**config.mk**
```make
export PLATFORM = sky130hd
export DESIGN_NAME = cart_loader_top
export DESIGN_NICKNAME = d
export VERILOG_FILES = /design/src/cart_pkg.sv /design/src/cart_loader_top.sv /design/src/rom_write_gate.sv /design/src/region_select.sv /design/src/cart_header_scan.sv
export SDC_FILE = /design/constraint.sdc
export NUM_CORES = 1
export LEC_CHECK = 0
export BUFFER_PORTS_ARGS = -buffer_cell sky130_fd_sc_hd__buf_2
export CORE_ASPECT_RATIO = 0.7
export CORE_MARGIN = 2
export CORE_UTILIZATION = 41
export DETAILED_ROUTE_END_ITERATION = 7
export GPL_TIMING_DRIVEN = 0
export PLACE_DENSITY = 0.71
export SLEW_MARGIN = 30
export SYNTH_ARGS = -nofsm -noshare
export SYNTH_HDL_FRONTEND = slang
export SYNTH_SLANG_ARGS = --single-unit
```
**constraint.sdc**
```tcl
create_clock -name clk_sys -period 7.6 [get_ports clk_sys]
set_clock_uncertainty 0.1 [all_clocks]
set_input_delay 0.38 -clock clk_sys [delete_from_list [all_inputs] [get_ports clk_sys]]
set_output_delay 0.38 -clock clk_sys [all_outputs]
set_load 0.01 [all_outputs]
```
**src/cart_pkg.sv**
```systemverilog
/*
 * Cartridge loader shared types
 * Download beat, region and quirk encodings, header addresses and
 * the product code table used by the header scanner
 */
package cart_pkg;

	////////////////////////////////////////////////////////////////////
	// Download and info records
	////////////////////////////////////////////////////////////////////

	typedef struct packed {
		logic        wr;    // Write strobe
		logic [24:0] addr;  // Byte address
		logic [15:0] data;
	} dl_word_t;

	typedef enum logic [1:0] {JP = 2'd0, US = 2'd1, EU = 2'd2} region_t;

	typedef enum logic [1:0] {US_EU_JP, EU_US_JP, US_JP_EU, JP_US_EU} region_prio_t;

	// Encoding 3 acts as AUTO_OFF
	typedef enum logic [1:0] {AUTO_HEADER, AUTO_FILE_EXT, AUTO_OFF} auto_mode_t;

	typedef struct packed {
		logic j;
		logic u;
		logic e;
	} hdr_flags_t;

	typedef struct packed {
		logic sram;
		logic eeprom;
		logic svp;
		logic fmbusy;
	} quirk_t;

	typedef struct packed {
		hdr_flags_t  hdr;
		quirk_t      quirk;
		logic        gun_type;
		logic [7:0]  gun_delay;  // Light-gun sensor delay
	} cart_info_t;

	////////////////////////////////////////////////////////////////////
	// Header map
	////////////////////////////////////////////////////////////////////

	localparam logic [24:0] ADDR_REGION_LO = 25'h1F0;
	localparam logic [24:0] ADDR_REGION_HI = 25'h1F2;
	localparam logic [24:0] ADDR_ID_FIRST  = 25'h182;
	localparam logic [24:0] ADDR_ID_CHECK  = 25'h18C;
	localparam logic [24:0] ADDR_HDR_DONE  = 25'h200;

	localparam logic [7:0] GUN_DELAY_DEFAULT = 8'd44;

	// Product codes needing special handling
	typedef struct packed {
		logic [63:0] code;
		quirk_t      quirk;
	} quirk_entry_t;

	typedef struct packed {
		logic [63:0] code;
		logic        gun_type;
		logic [7:0]  gun_delay;
	} gun_entry_t;

	localparam int QUIRK_N = 10;
	localparam quirk_entry_t QUIRK_TABLE [QUIRK_N] = '{
		'{code: "T-081276", quirk: 4'b1000},
		'{code: "T-81406 ", quirk: 4'b1000},
		'{code: "T-081586", quirk: 4'b1000},
		'{code: "MK-1215 ", quirk: 4'b0100},
		'{code: "G-4060  ", quirk: 4'b0100},
		'{code: "T-12046 ", quirk: 4'b0100},
		'{code: "MK-1229 ", quirk: 4'b0010},
		'{code: "G-7001  ", quirk: 4'b0010},
		'{code: "T-35036 ", quirk: 4'b0001},
		'{code: "T-25073 ", quirk: 4'b0001}
	};

	localparam int GUN_N = 5;
	localparam gun_entry_t GUN_TABLE [GUN_N] = '{
		'{code: "MK-1533 ", gun_type: 1'b0, gun_delay: 8'd100},
		'{code: "T-95096-", gun_type: 1'b1, gun_delay: 8'd52},
		'{code: "T-95136-", gun_type: 1'b1, gun_delay: 8'd30},
		'{code: "MK-1658 ", gun_type: 1'b0, gun_delay: 8'd120},
		'{code: "T-081156", gun_type: 1'b0, gun_delay: 8'd126}
	};

endpackage
```
**src/cart_loader_top.sv**
```systemverilog
/*
 * Cartridge loader top level
 * Header scanner, ROM write gate and region selector on one download
 * stream
 */
`timescale 1ns/100ps

module cart_loader_top #(
	parameter int ADDR_W = 25,
	parameter int DATA_W = 16
) (
	input  logic                    clk_sys,
	input  logic                    RESET,

	// Download stream
	input  logic                    dl_active,
	input  logic [7:0]              dl_index,
	input  cart_pkg::dl_word_t      dl,
	output logic                    dl_wait,

	// Static settings
	input  cart_pkg::auto_mode_t    auto_mode,
	input  cart_pkg::region_prio_t  region_prio,

	// ROM memory port
	output logic [ADDR_W-2:0]       rom_addr,
	output logic [DATA_W-1:0]       rom_data,
	output logic                    rom_req,
	input  logic                    rom_ack,
	output logic [ADDR_W-1:0]       rom_size,

	// Cartridge info and region
	output cart_pkg::cart_info_t    cart_info,
	output logic                    hdr_ready,
	output cart_pkg::region_t       region_req,
	output logic                    region_set
);

	cart_header_scan #(
		.ADDR_W(ADDR_W),
		.DATA_W(DATA_W)
	) cart_header_scan_inst (
		.clk_sys   (clk_sys),
		.RESET     (RESET),
		.dl_active (dl_active),
		.dl        (dl),
		.cart_info (cart_info),
		.hdr_ready (hdr_ready)
	);

	rom_write_gate #(
		.ADDR_W(ADDR_W),
		.DATA_W(DATA_W)
	) rom_write_gate_inst (
		.clk_sys   (clk_sys),
		.RESET     (RESET),
		.dl_active (dl_active),
		.dl        (dl),
		.rom_ack   (rom_ack),
		.dl_wait   (dl_wait),
		.rom_req   (rom_req),
		.rom_addr  (rom_addr),
		.rom_data  (rom_data),
		.rom_size  (rom_size)
	);

	region_select region_select_inst (
		.clk_sys     (clk_sys),
		.RESET       (RESET),
		.hdr_ready   (hdr_ready),
		.cart_info   (cart_info),
		.auto_mode   (auto_mode),
		.region_prio (region_prio),
		.dl_index    (dl_index),
		.region_req  (region_req),
		.region_set  (region_set)
	);

endmodule

```
**src/rom_write_gate.sv**
```systemverilog
/*
 * ROM write gate
 * Holds one download word in flight to memory on a toggle handshake
 * and records the ROM size at the end of the download
 */
`timescale 1ns/100ps

module rom_write_gate #(
	parameter int ADDR_W = 25,
	parameter int DATA_W = 16
) (
	input  logic                clk_sys,
	input  logic                RESET,
	input  logic                dl_active,
	input  cart_pkg::dl_word_t  dl,
	input  logic                rom_ack,
	output logic                dl_wait,
	output logic                rom_req,
	output logic [ADDR_W-2:0]   rom_addr,
	output logic [DATA_W-1:0]   rom_data,
	output logic [ADDR_W-1:0]   rom_size
);

	logic              beat;
	logic              dl_active_q;
	logic [ADDR_W-1:0] last_addr;

	assign beat = dl_active & dl.wr;

	// Word in flight, changes together with rom_req
	always_ff @(posedge clk_sys) begin
		if (beat) begin
			rom_addr  <= dl.addr[ADDR_W-1:1];   // Word address
			rom_data  <= {dl.data[DATA_W/2-1:0], dl.data[DATA_W-1:DATA_W/2]};
			last_addr <= dl.addr[ADDR_W-1:0];
		end
	end

	////////////////////////////////////////////////////////////////////
	// Toggle request and wait level
	////////////////////////////////////////////////////////////////////

	always_ff @(posedge clk_sys) begin
		if (RESET) begin
			rom_req     <= 1'b0;
			dl_wait     <= 1'b0;
			dl_active_q <= 1'b0;
			rom_size    <= '0;
		end else begin
			dl_active_q <= dl_active;

			if (beat) begin
				rom_req <= ~rom_req;
				dl_wait <= 1'b1;
			end else if (dl_wait && (rom_req == rom_ack)) begin
				dl_wait <= 1'b0;   // Memory has answered
			end

			if (dl_active_q & ~dl_active)
				rom_size <= last_addr;
		end
	end

endmodule

```
**src/region_select.sv**
```systemverilog
/*
 * Region request former
 * Picks a console region from the header flags or the download index
 * once the header is complete
 */
`timescale 1ns/100ps

module region_select (
	input  logic                    clk_sys,
	input  logic                    RESET,
	input  logic                    hdr_ready,
	input  cart_pkg::cart_info_t    cart_info,
	input  cart_pkg::auto_mode_t    auto_mode,
	input  cart_pkg::region_prio_t  region_prio,
	input  logic [7:0]              dl_index,
	output cart_pkg::region_t       region_req,
	output logic                    region_set
);

	logic hdr_ready_q;

	function automatic logic flag_of(
		input cart_pkg::region_t    r,
		input cart_pkg::hdr_flags_t f
	);
		case (r)
			cart_pkg::JP: return f.j;
			cart_pkg::US: return f.u;
			cart_pkg::EU: return f.e;
			default:      return 1'b0;
		endcase
	endfunction

	// First flagged region in the order, else the order's head
	function automatic cart_pkg::region_t pick_region(
		input cart_pkg::region_prio_t prio,
		input cart_pkg::hdr_flags_t   f
	);
		cart_pkg::region_t order [3];
		cart_pkg::region_t pick;
		case (prio)
			cart_pkg::US_EU_JP: order = '{cart_pkg::US, cart_pkg::EU, cart_pkg::JP};
			cart_pkg::EU_US_JP: order = '{cart_pkg::EU, cart_pkg::US, cart_pkg::JP};
			cart_pkg::US_JP_EU: order = '{cart_pkg::US, cart_pkg::JP, cart_pkg::EU};
			default:            order = '{cart_pkg::JP, cart_pkg::US, cart_pkg::EU};
		endcase
		pick = order[0];
		for (int i = 2; i >= 0; i--) begin
			if (flag_of(order[i], f))
				pick = order[i];
		end
		return pick;
	endfunction

	always_ff @(posedge clk_sys) begin
		if (RESET) begin
			hdr_ready_q <= 1'b0;
			region_req  <= cart_pkg::JP;
			region_set  <= 1'b0;
		end else begin
			hdr_ready_q <= hdr_ready;

			if (hdr_ready & ~hdr_ready_q) begin
				case (auto_mode)
					cart_pkg::AUTO_HEADER: begin
						region_set <= 1'b1;
						region_req <= pick_region(region_prio, cart_info.hdr);
					end
					cart_pkg::AUTO_FILE_EXT: begin
						region_set <= |dl_index;   // Index 0 means no extension hint
						region_req <= cart_pkg::region_t'(dl_index[7:6]);
					end
					default: ;                     // Auto region off
				endcase
			end

			if (~hdr_ready & hdr_ready_q)
				region_set <= 1'b0;
		end
	end

endmodule

```
**src/cart_header_scan.sv**
```systemverilog
/*
 * Cartridge header scanner
 * Watches download beats for region marks, the product code and the
 * end of the header, and publishes the decoded cartridge info
 */
`timescale 1ns/100ps

module cart_header_scan #(
	parameter int ADDR_W = 25,
	parameter int DATA_W = 16
) (
	input  logic                  clk_sys,
	input  logic                  RESET,
	input  logic                  dl_active,
	input  cart_pkg::dl_word_t    dl,
	output cart_pkg::cart_info_t  cart_info,
	output logic                  hdr_ready
);

	logic                  dl_active_q;
	logic                  beat;
	logic [ADDR_W-1:0]     addr;
	logic [7:0]            lo_byte;
	logic [7:0]            hi_byte;
	logic [63:0]           cart_id;
	cart_pkg::cart_info_t  info_q;
	logic                  hdr_ready_q;
	cart_pkg::quirk_t      id_quirk;
	logic                  id_gun_type;
	logic [7:0]            id_gun_delay;

	assign beat    = dl_active & dl.wr;
	assign addr    = dl.addr[ADDR_W-1:0];
	assign lo_byte = dl.data[7:0];         // Even byte of the file
	assign hi_byte = dl.data[DATA_W-1:DATA_W-8];

	// Region character to flags, unknown characters keep cur
	function automatic cart_pkg::hdr_flags_t decode_mark(
		input logic [7:0]           ch,
		input cart_pkg::hdr_flags_t cur
	);
		cart_pkg::hdr_flags_t res;
		logic [3:0]           val;
		logic                 is_hex;
		res    = cur;
		val    = 4'd0;
		is_hex = 1'b0;
		if (ch >= "1" && ch <= "9") begin
			is_hex = 1'b1;
			val    = ch[3:0];
		end else if (ch >= "A" && ch <= "F") begin
			is_hex = 1'b1;
			val    = ch[3:0] + 4'd9;
		end
		if (ch == "J")
			res.j = 1'b1;
		else if (ch == "U")
			res = 3'b010;
		else if (ch == "E")
			res = 3'b011;           // Europe implies US too
		else if (is_hex) begin
			res.j = val[0];
			res.u = val[2];
			res.e = val[3];
		end
		return res;
	endfunction

	////////////////////////////////////////////////////////////////////
	// Product code table lookup
	////////////////////////////////////////////////////////////////////

	always_comb begin
		id_quirk     = '0;
		id_gun_type  = 1'b0;
		id_gun_delay = cart_pkg::GUN_DELAY_DEFAULT;
		for (int i = 0; i < cart_pkg::QUIRK_N; i++) begin
			if (cart_id == cart_pkg::QUIRK_TABLE[i].code)
				id_quirk = id_quirk | cart_pkg::QUIRK_TABLE[i].quirk;
		end
		for (int i = 0; i < cart_pkg::GUN_N; i++) begin
			if (cart_id == cart_pkg::GUN_TABLE[i].code) begin
				id_gun_type  = cart_pkg::GUN_TABLE[i].gun_type;
				id_gun_delay = cart_pkg::GUN_TABLE[i].gun_delay;
			end
		end
	end

	// Code bytes stored in file order, first character on top
	always_ff @(posedge clk_sys) begin
		if (beat) begin
			if (addr == ADDR_W'(cart_pkg::ADDR_ID_FIRST))
				cart_id[63:56] <= hi_byte;
			if (addr == ADDR_W'(cart_pkg::ADDR_ID_FIRST + 25'd2))
				cart_id[55:40] <= {lo_byte, hi_byte};
			if (addr == ADDR_W'(cart_pkg::ADDR_ID_FIRST + 25'd4))
				cart_id[39:24] <= {lo_byte, hi_byte};
			if (addr == ADDR_W'(cart_pkg::ADDR_ID_FIRST + 25'd6))
				cart_id[23:8] <= {lo_byte, hi_byte};
			if (addr == ADDR_W'(cart_pkg::ADDR_ID_FIRST + 25'd8))
				cart_id[7:0] <= lo_byte;   // Last character
		end
	end

	////////////////////////////////////////////////////////////////////
	// Flags, quirks and header-complete level
	////////////////////////////////////////////////////////////////////

	always_ff @(posedge clk_sys) begin
		if (RESET) begin
			dl_active_q         <= 1'b0;
			info_q.hdr          <= '0;
			info_q.quirk        <= '0;
			info_q.gun_type     <= 1'b0;
			info_q.gun_delay    <= cart_pkg::GUN_DELAY_DEFAULT;
			hdr_ready_q         <= 1'b0;
		end else begin
			dl_active_q <= dl_active;

			// New download starts from a blank header
			if (dl_active & ~dl_active_q) begin
				info_q.hdr   <= '0;
				info_q.quirk <= '0;
			end
			if (~dl_active & dl_active_q)
				hdr_ready_q <= 1'b0;

			if (beat) begin
				if (addr == ADDR_W'(cart_pkg::ADDR_REGION_LO))
					info_q.hdr <= decode_mark(hi_byte, decode_mark(lo_byte, info_q.hdr));
				else if (addr == ADDR_W'(cart_pkg::ADDR_REGION_HI))
					info_q.hdr <= decode_mark(lo_byte, info_q.hdr);

				if (addr == ADDR_W'(cart_pkg::ADDR_ID_CHECK)) begin
					info_q.quirk     <= info_q.quirk | id_quirk;
					info_q.gun_type  <= id_gun_type;
					info_q.gun_delay <= id_gun_delay;
				end

				if (addr == ADDR_W'(cart_pkg::ADDR_HDR_DONE))
					hdr_ready_q <= 1'b1;
			end
		end
	end

	assign cart_info = info_q;
	assign hdr_ready = hdr_ready_q;

endmodule

```
==> flow_metrics.py <==
metrics = {
    "power": {
        "swShare_pct": 24.0,
        "pwr-share-seq_pct": 48.2,
        "p_int_mw": 1.44,
        "powerDensity_mw_per_mm2": 227,
        "switchingPower_uw": 455,
        "ir_drop_uv": 151,
        "leakagePower_nw": 3.02,
        "pwr-share-clk_pct": 45.2,
        "comb_power_share_pct": 6.6,
    },
    "detailed_routing": {
        "drt-initial-drc-count": 549,
        "wl_um": 17300,
        "route.detailed.drc": 0,
        "drt_first_pass_iters": 5,
        "antenna_left": 0,
        "wl_per_cell_um": 17.3,
        "via_per_inst": 5.39,
        "detailroute.via_count": 5380,
    },
    "clock_network": {
        "cts-hold-fix-buffers": 0,
        "cts_setup_buffers": 0,
        "cts_tree": "done",
        "root_buffer": "clkbuf_16",
        "clk_latency_ns": 0.42,
        "clk_path_buf_depth": 2,
        "clk_pin_slew_ns": 0.07,
        "htreeDepth": 4,
        "cts_sinks": 152,
        "cts_inserted_buffers": 17,
        "ctsResizeCount": 0,
    },
    "global_route": {
        "grt_pass1_wl_um": 27500,
        "track_usage_pct": 20.6,
        "grt_pass1_vias": 5119,
        "antenna_found_initial": 0,
        "grt_overflow_total": 0,
        "grt_max_degree": 30,
    },
    "synthesis": {
        "yosys_register_bits": 152,
        "avgSynthCellArea_um2": 11.3,
        "netlist_area_mm2": 0.00672,
        "ys_seq_area_share_pct": 60.9,
        "ys_types": 66,
        "async_flop_share_pct": 0,
        "netlist_instances": 597,
        "synth-warning-count": 0,
        "ys.flop_type": "edfxtp_1",
        "synth-edff-count": 105,
    },
    "worst_setup_path": {
        "crit_type": "input pin to flop",
        "cp.required_ns": 7.54,
        "crit_fanout": 16,
        "end_kind": "flop",
        "worst_ep_arrival_time_ns": 2.89,
        "start_kind": "input pin",
    },
    "run": {
        "max_cap_viol_count": 0,
    },
    "placed_design": {
        "dp_hpwl_um": 12700,
        "dp_cells": 967,
        "finalWeightedCongestion": 0.935,
        "numPortBuffers": 142,
    },
    "sta": {
        "maxSlewHeadroom_pct": 39.2,
        "period_needed_ns": 2.94,
        "hold_violations": 0,
        "maxSlewViolCount": 0,
        "final.setup.tns_ns": 0,
        "min_period_over_period_pct": 38.7,
        "setup_viol_count_final": 0,
        "worst_slew_pin_slew_ns": 0.912,
        "max_freq_ghz": 0.340,
        "rsz0062_at_grt": "no",
    },
    "floorplanning": {
        "io_pins": 145,
        "rows": 39,
        "die_x_um": 157,
        "core_area_mm2": 0.0162,
        "die_y_um": 111,
        "start_util_pct": 41.5,
        "dieArea_mm2": 0.0174,
    },
    "status": {
        "outcome": "completed",
    },
    "finish": {
        "final_nets": 819,
        "seqCellArea_mm2": 0.00409,
        "multiInputGateArea_mm2": 0.00235,
        "fillers": 1491,
        "stdcell_count": 999,
        "diodes": 0,
        "area_growth_syn_to_layout_pct": 24.4,
        "drive_gt1_share_pct": 29.6,
    },
    "min_path": {
        "hold_class": "input pin to flop",
    },
}
## flip-flops by register name (all words and copies together), names as in the netlist, 2 cells and up
signal and flops:
cart_header_scan_inst.cart_id 64, cart_header_scan_inst.cart_info 14, region_select_inst.region_req 2, rom_write_gate_inst.last_addr 25, rom_write_gate_inst.rom_data 16, rom_write_gate_inst.rom_size 25
## cells in the mapped netlist, drive strengths merged (2+ instances only)
| cell | count | area, µm² |
|---|---|---|
| a211o | 3 | 26.3 |
| a211oi | 4 | 30.0 |
| a21o | 2 | 15.0 |
| a21oi | 40 | 200 |
| a221oi | 5 | 43.8 |
| a31o | 2 | 17.5 |
| a31oi | 2 | 12.5 |
| a32oi | 2 | 17.5 |
| and2 | 3 | 18.8 |
| and3 | 8 | 50.1 |
| and3b | 3 | 26.3 |
| and4 | 2 | 17.5 |
| and4b | 3 | 30.0 |
| buf | 26 | 195 |
| clkbuf | 17 | 63.8 |
| dfxtp | 47 | 941 |
| edfxtp | 105 | 3150 |
| inv | 7 | 26.3 |
| nand2 | 86 | 323 |
| nand2b | 12 | 75.1 |
| nand3 | 17 | 85.1 |
| nand3b | 4 | 30.0 |
| nand4 | 12 | 75.1 |
| nand4b | 2 | 17.5 |
| nand4bb | 6 | 67.6 |
| nor2 | 29 | 109 |
| nor2b | 10 | 62.6 |
| nor3 | 19 | 100 |
| nor3b | 6 | 45.0 |
| nor4 | 23 | 150 |
| nor4b | 5 | 43.8 |
| o211ai | 3 | 22.5 |
| o21a | 2 | 15.0 |
| o21ai | 18 | 90.1 |
| o22ai | 3 | 18.8 |
| o31ai | 6 | 45.0 |
| or2 | 10 | 62.6 |
| or3b | 3 | 26.3 |
| or4 | 10 | 86.3 |
| or4b | 6 | 60.1 |
| or4bb | 2 | 22.5 |
| xor2 | 2 | 17.5 |
## routing by layer
layer / up-vias / share of wire [%] / track usage (%)
met3: 17 / 6.3 / 6.49
met1: 2605 / 49 / 30.5
met4: 0 / 1.2 / 5.52
met2: 172 / 43 / 29.1
li1: 2586 / - / -
met5: - / 0 / 0
## area by class of cell
| type | instances | share of cell area [%] |
|---|---|---|
| tap | 225 | 3.37 |
| timing repair buffer | 144 | 8.88 |
| inverter | 7 | 0.314 |
| clock inverter | 14 | 1.81 |
| multi-input combinational | 396 | 28.1 |
| buffer | 43 | 3.10 |
| sequential | 152 | 49.0 |
| clock buffer | 18 | 5.39 |
## cells in the final DEF, fill, tap and decap left out, types with 6 or more instances in the layout
cell / instances
nor2b_1: 10
o21ai_0: 18
nor3b_1: 6
edfxtp_1: 105
nor2_1: 26
nand4bb_1: 6
or4_1: 7
nand2_1: 86
dfxtp_1: 47
nand3_1: 17
clkbuf_1: 17
buf_4: 26
nand2b_1: 12
inv_1: 6
nor4_1: 22
nand4_1: 12
and3_1: 8
or2_2: 10
buf_2: 142
o31ai_1: 6
nor3_1: 18
a21oi_1: 40
clkbuf_16: 18
## path summary, 6_finish.rpt
check / cells after the start / slack (ns) / end / startpoint
setup reg to reg: 5 / 4.84 / cart_header_scan_inst.cart_info[3]$_SDFFE_PP1P_ / cart_header_scan_inst.cart_id[1]$_DFFE_PP_
hold reg to reg: 2 / 0.35 / rom_write_gate_inst.rom_size[14]$_SDFFE_PP0P_ / rom_write_gate_inst.rom_size[14]$_SDFFE_PP0P_
setup / recovery: 8 / 4.66 / cart_header_scan_inst.cart_id[27]$_DFFE_PP_ / dl[33]
hold / removal: 1 / 0.04 / rom_write_gate_inst.last_addr[21]$_DFFE_PP_ / dl[37]
## metrics by stage
stage / hold slack [ns] / cell area, µm² / worst slack, ns / util (%) / total power, mW
final: 0.0415 / 8360 / 4.66 / 51.6 / 1.90
after global routing: 0.0166 / 8360 / 4.44 / 51.6 / 1.96
after CTS: 0.0251 / 8360 / 4.66 / 51.6 / 1.91
after detailed placement: 0.344 / 7750 / 4.25 / 47.9 / 1.06
after global placement: 0.341 / 7720 / 3.88 / 47.6 / 1.05
after floorplan: 0.363 / 6720 / 4.86 / - / 0.992
## power by group through the flow
| stage | combinational [mW] | clock [mW] | sequential [mW] |
|---|---|---|---|
| finish | 0.126 | 0.857 | 0.914 |
| global route | 0.137 | 0.908 | 0.916 |
| CTS | 0.126 | 0.868 | 0.914 |
| detailed placement | 0.126 | 0 | 0.932 |
| global placement | 0.122 | 0 | 0.932 |
| floorplan | 0.0545 | 0 | 0.938 |
## critical path, stage by stage
cell      delay, ns
buf_2          0.11
nor4_1         0.50
and3_1         0.24
clkbuf_1       0.32
nand2_1        0.12
nor3_1         0.28
nand3b_1       0.19
nor2_2         0.75
## cell families after synthesis
family                 count (synthesis)  share of synthesized area, %
flip-flops                           152                          60.9
AND/OR/NAND/NOR                      284                          24.0
XOR/XNOR                               3                         0.391
buffers and inverters                 50                          4.25
multiplexers                           1                         0.149
other                                  1                        0.0558
AO/OA/AOI/OAI                        106                          10.2
No activity file was read; power rests on OpenSTA's default activity.
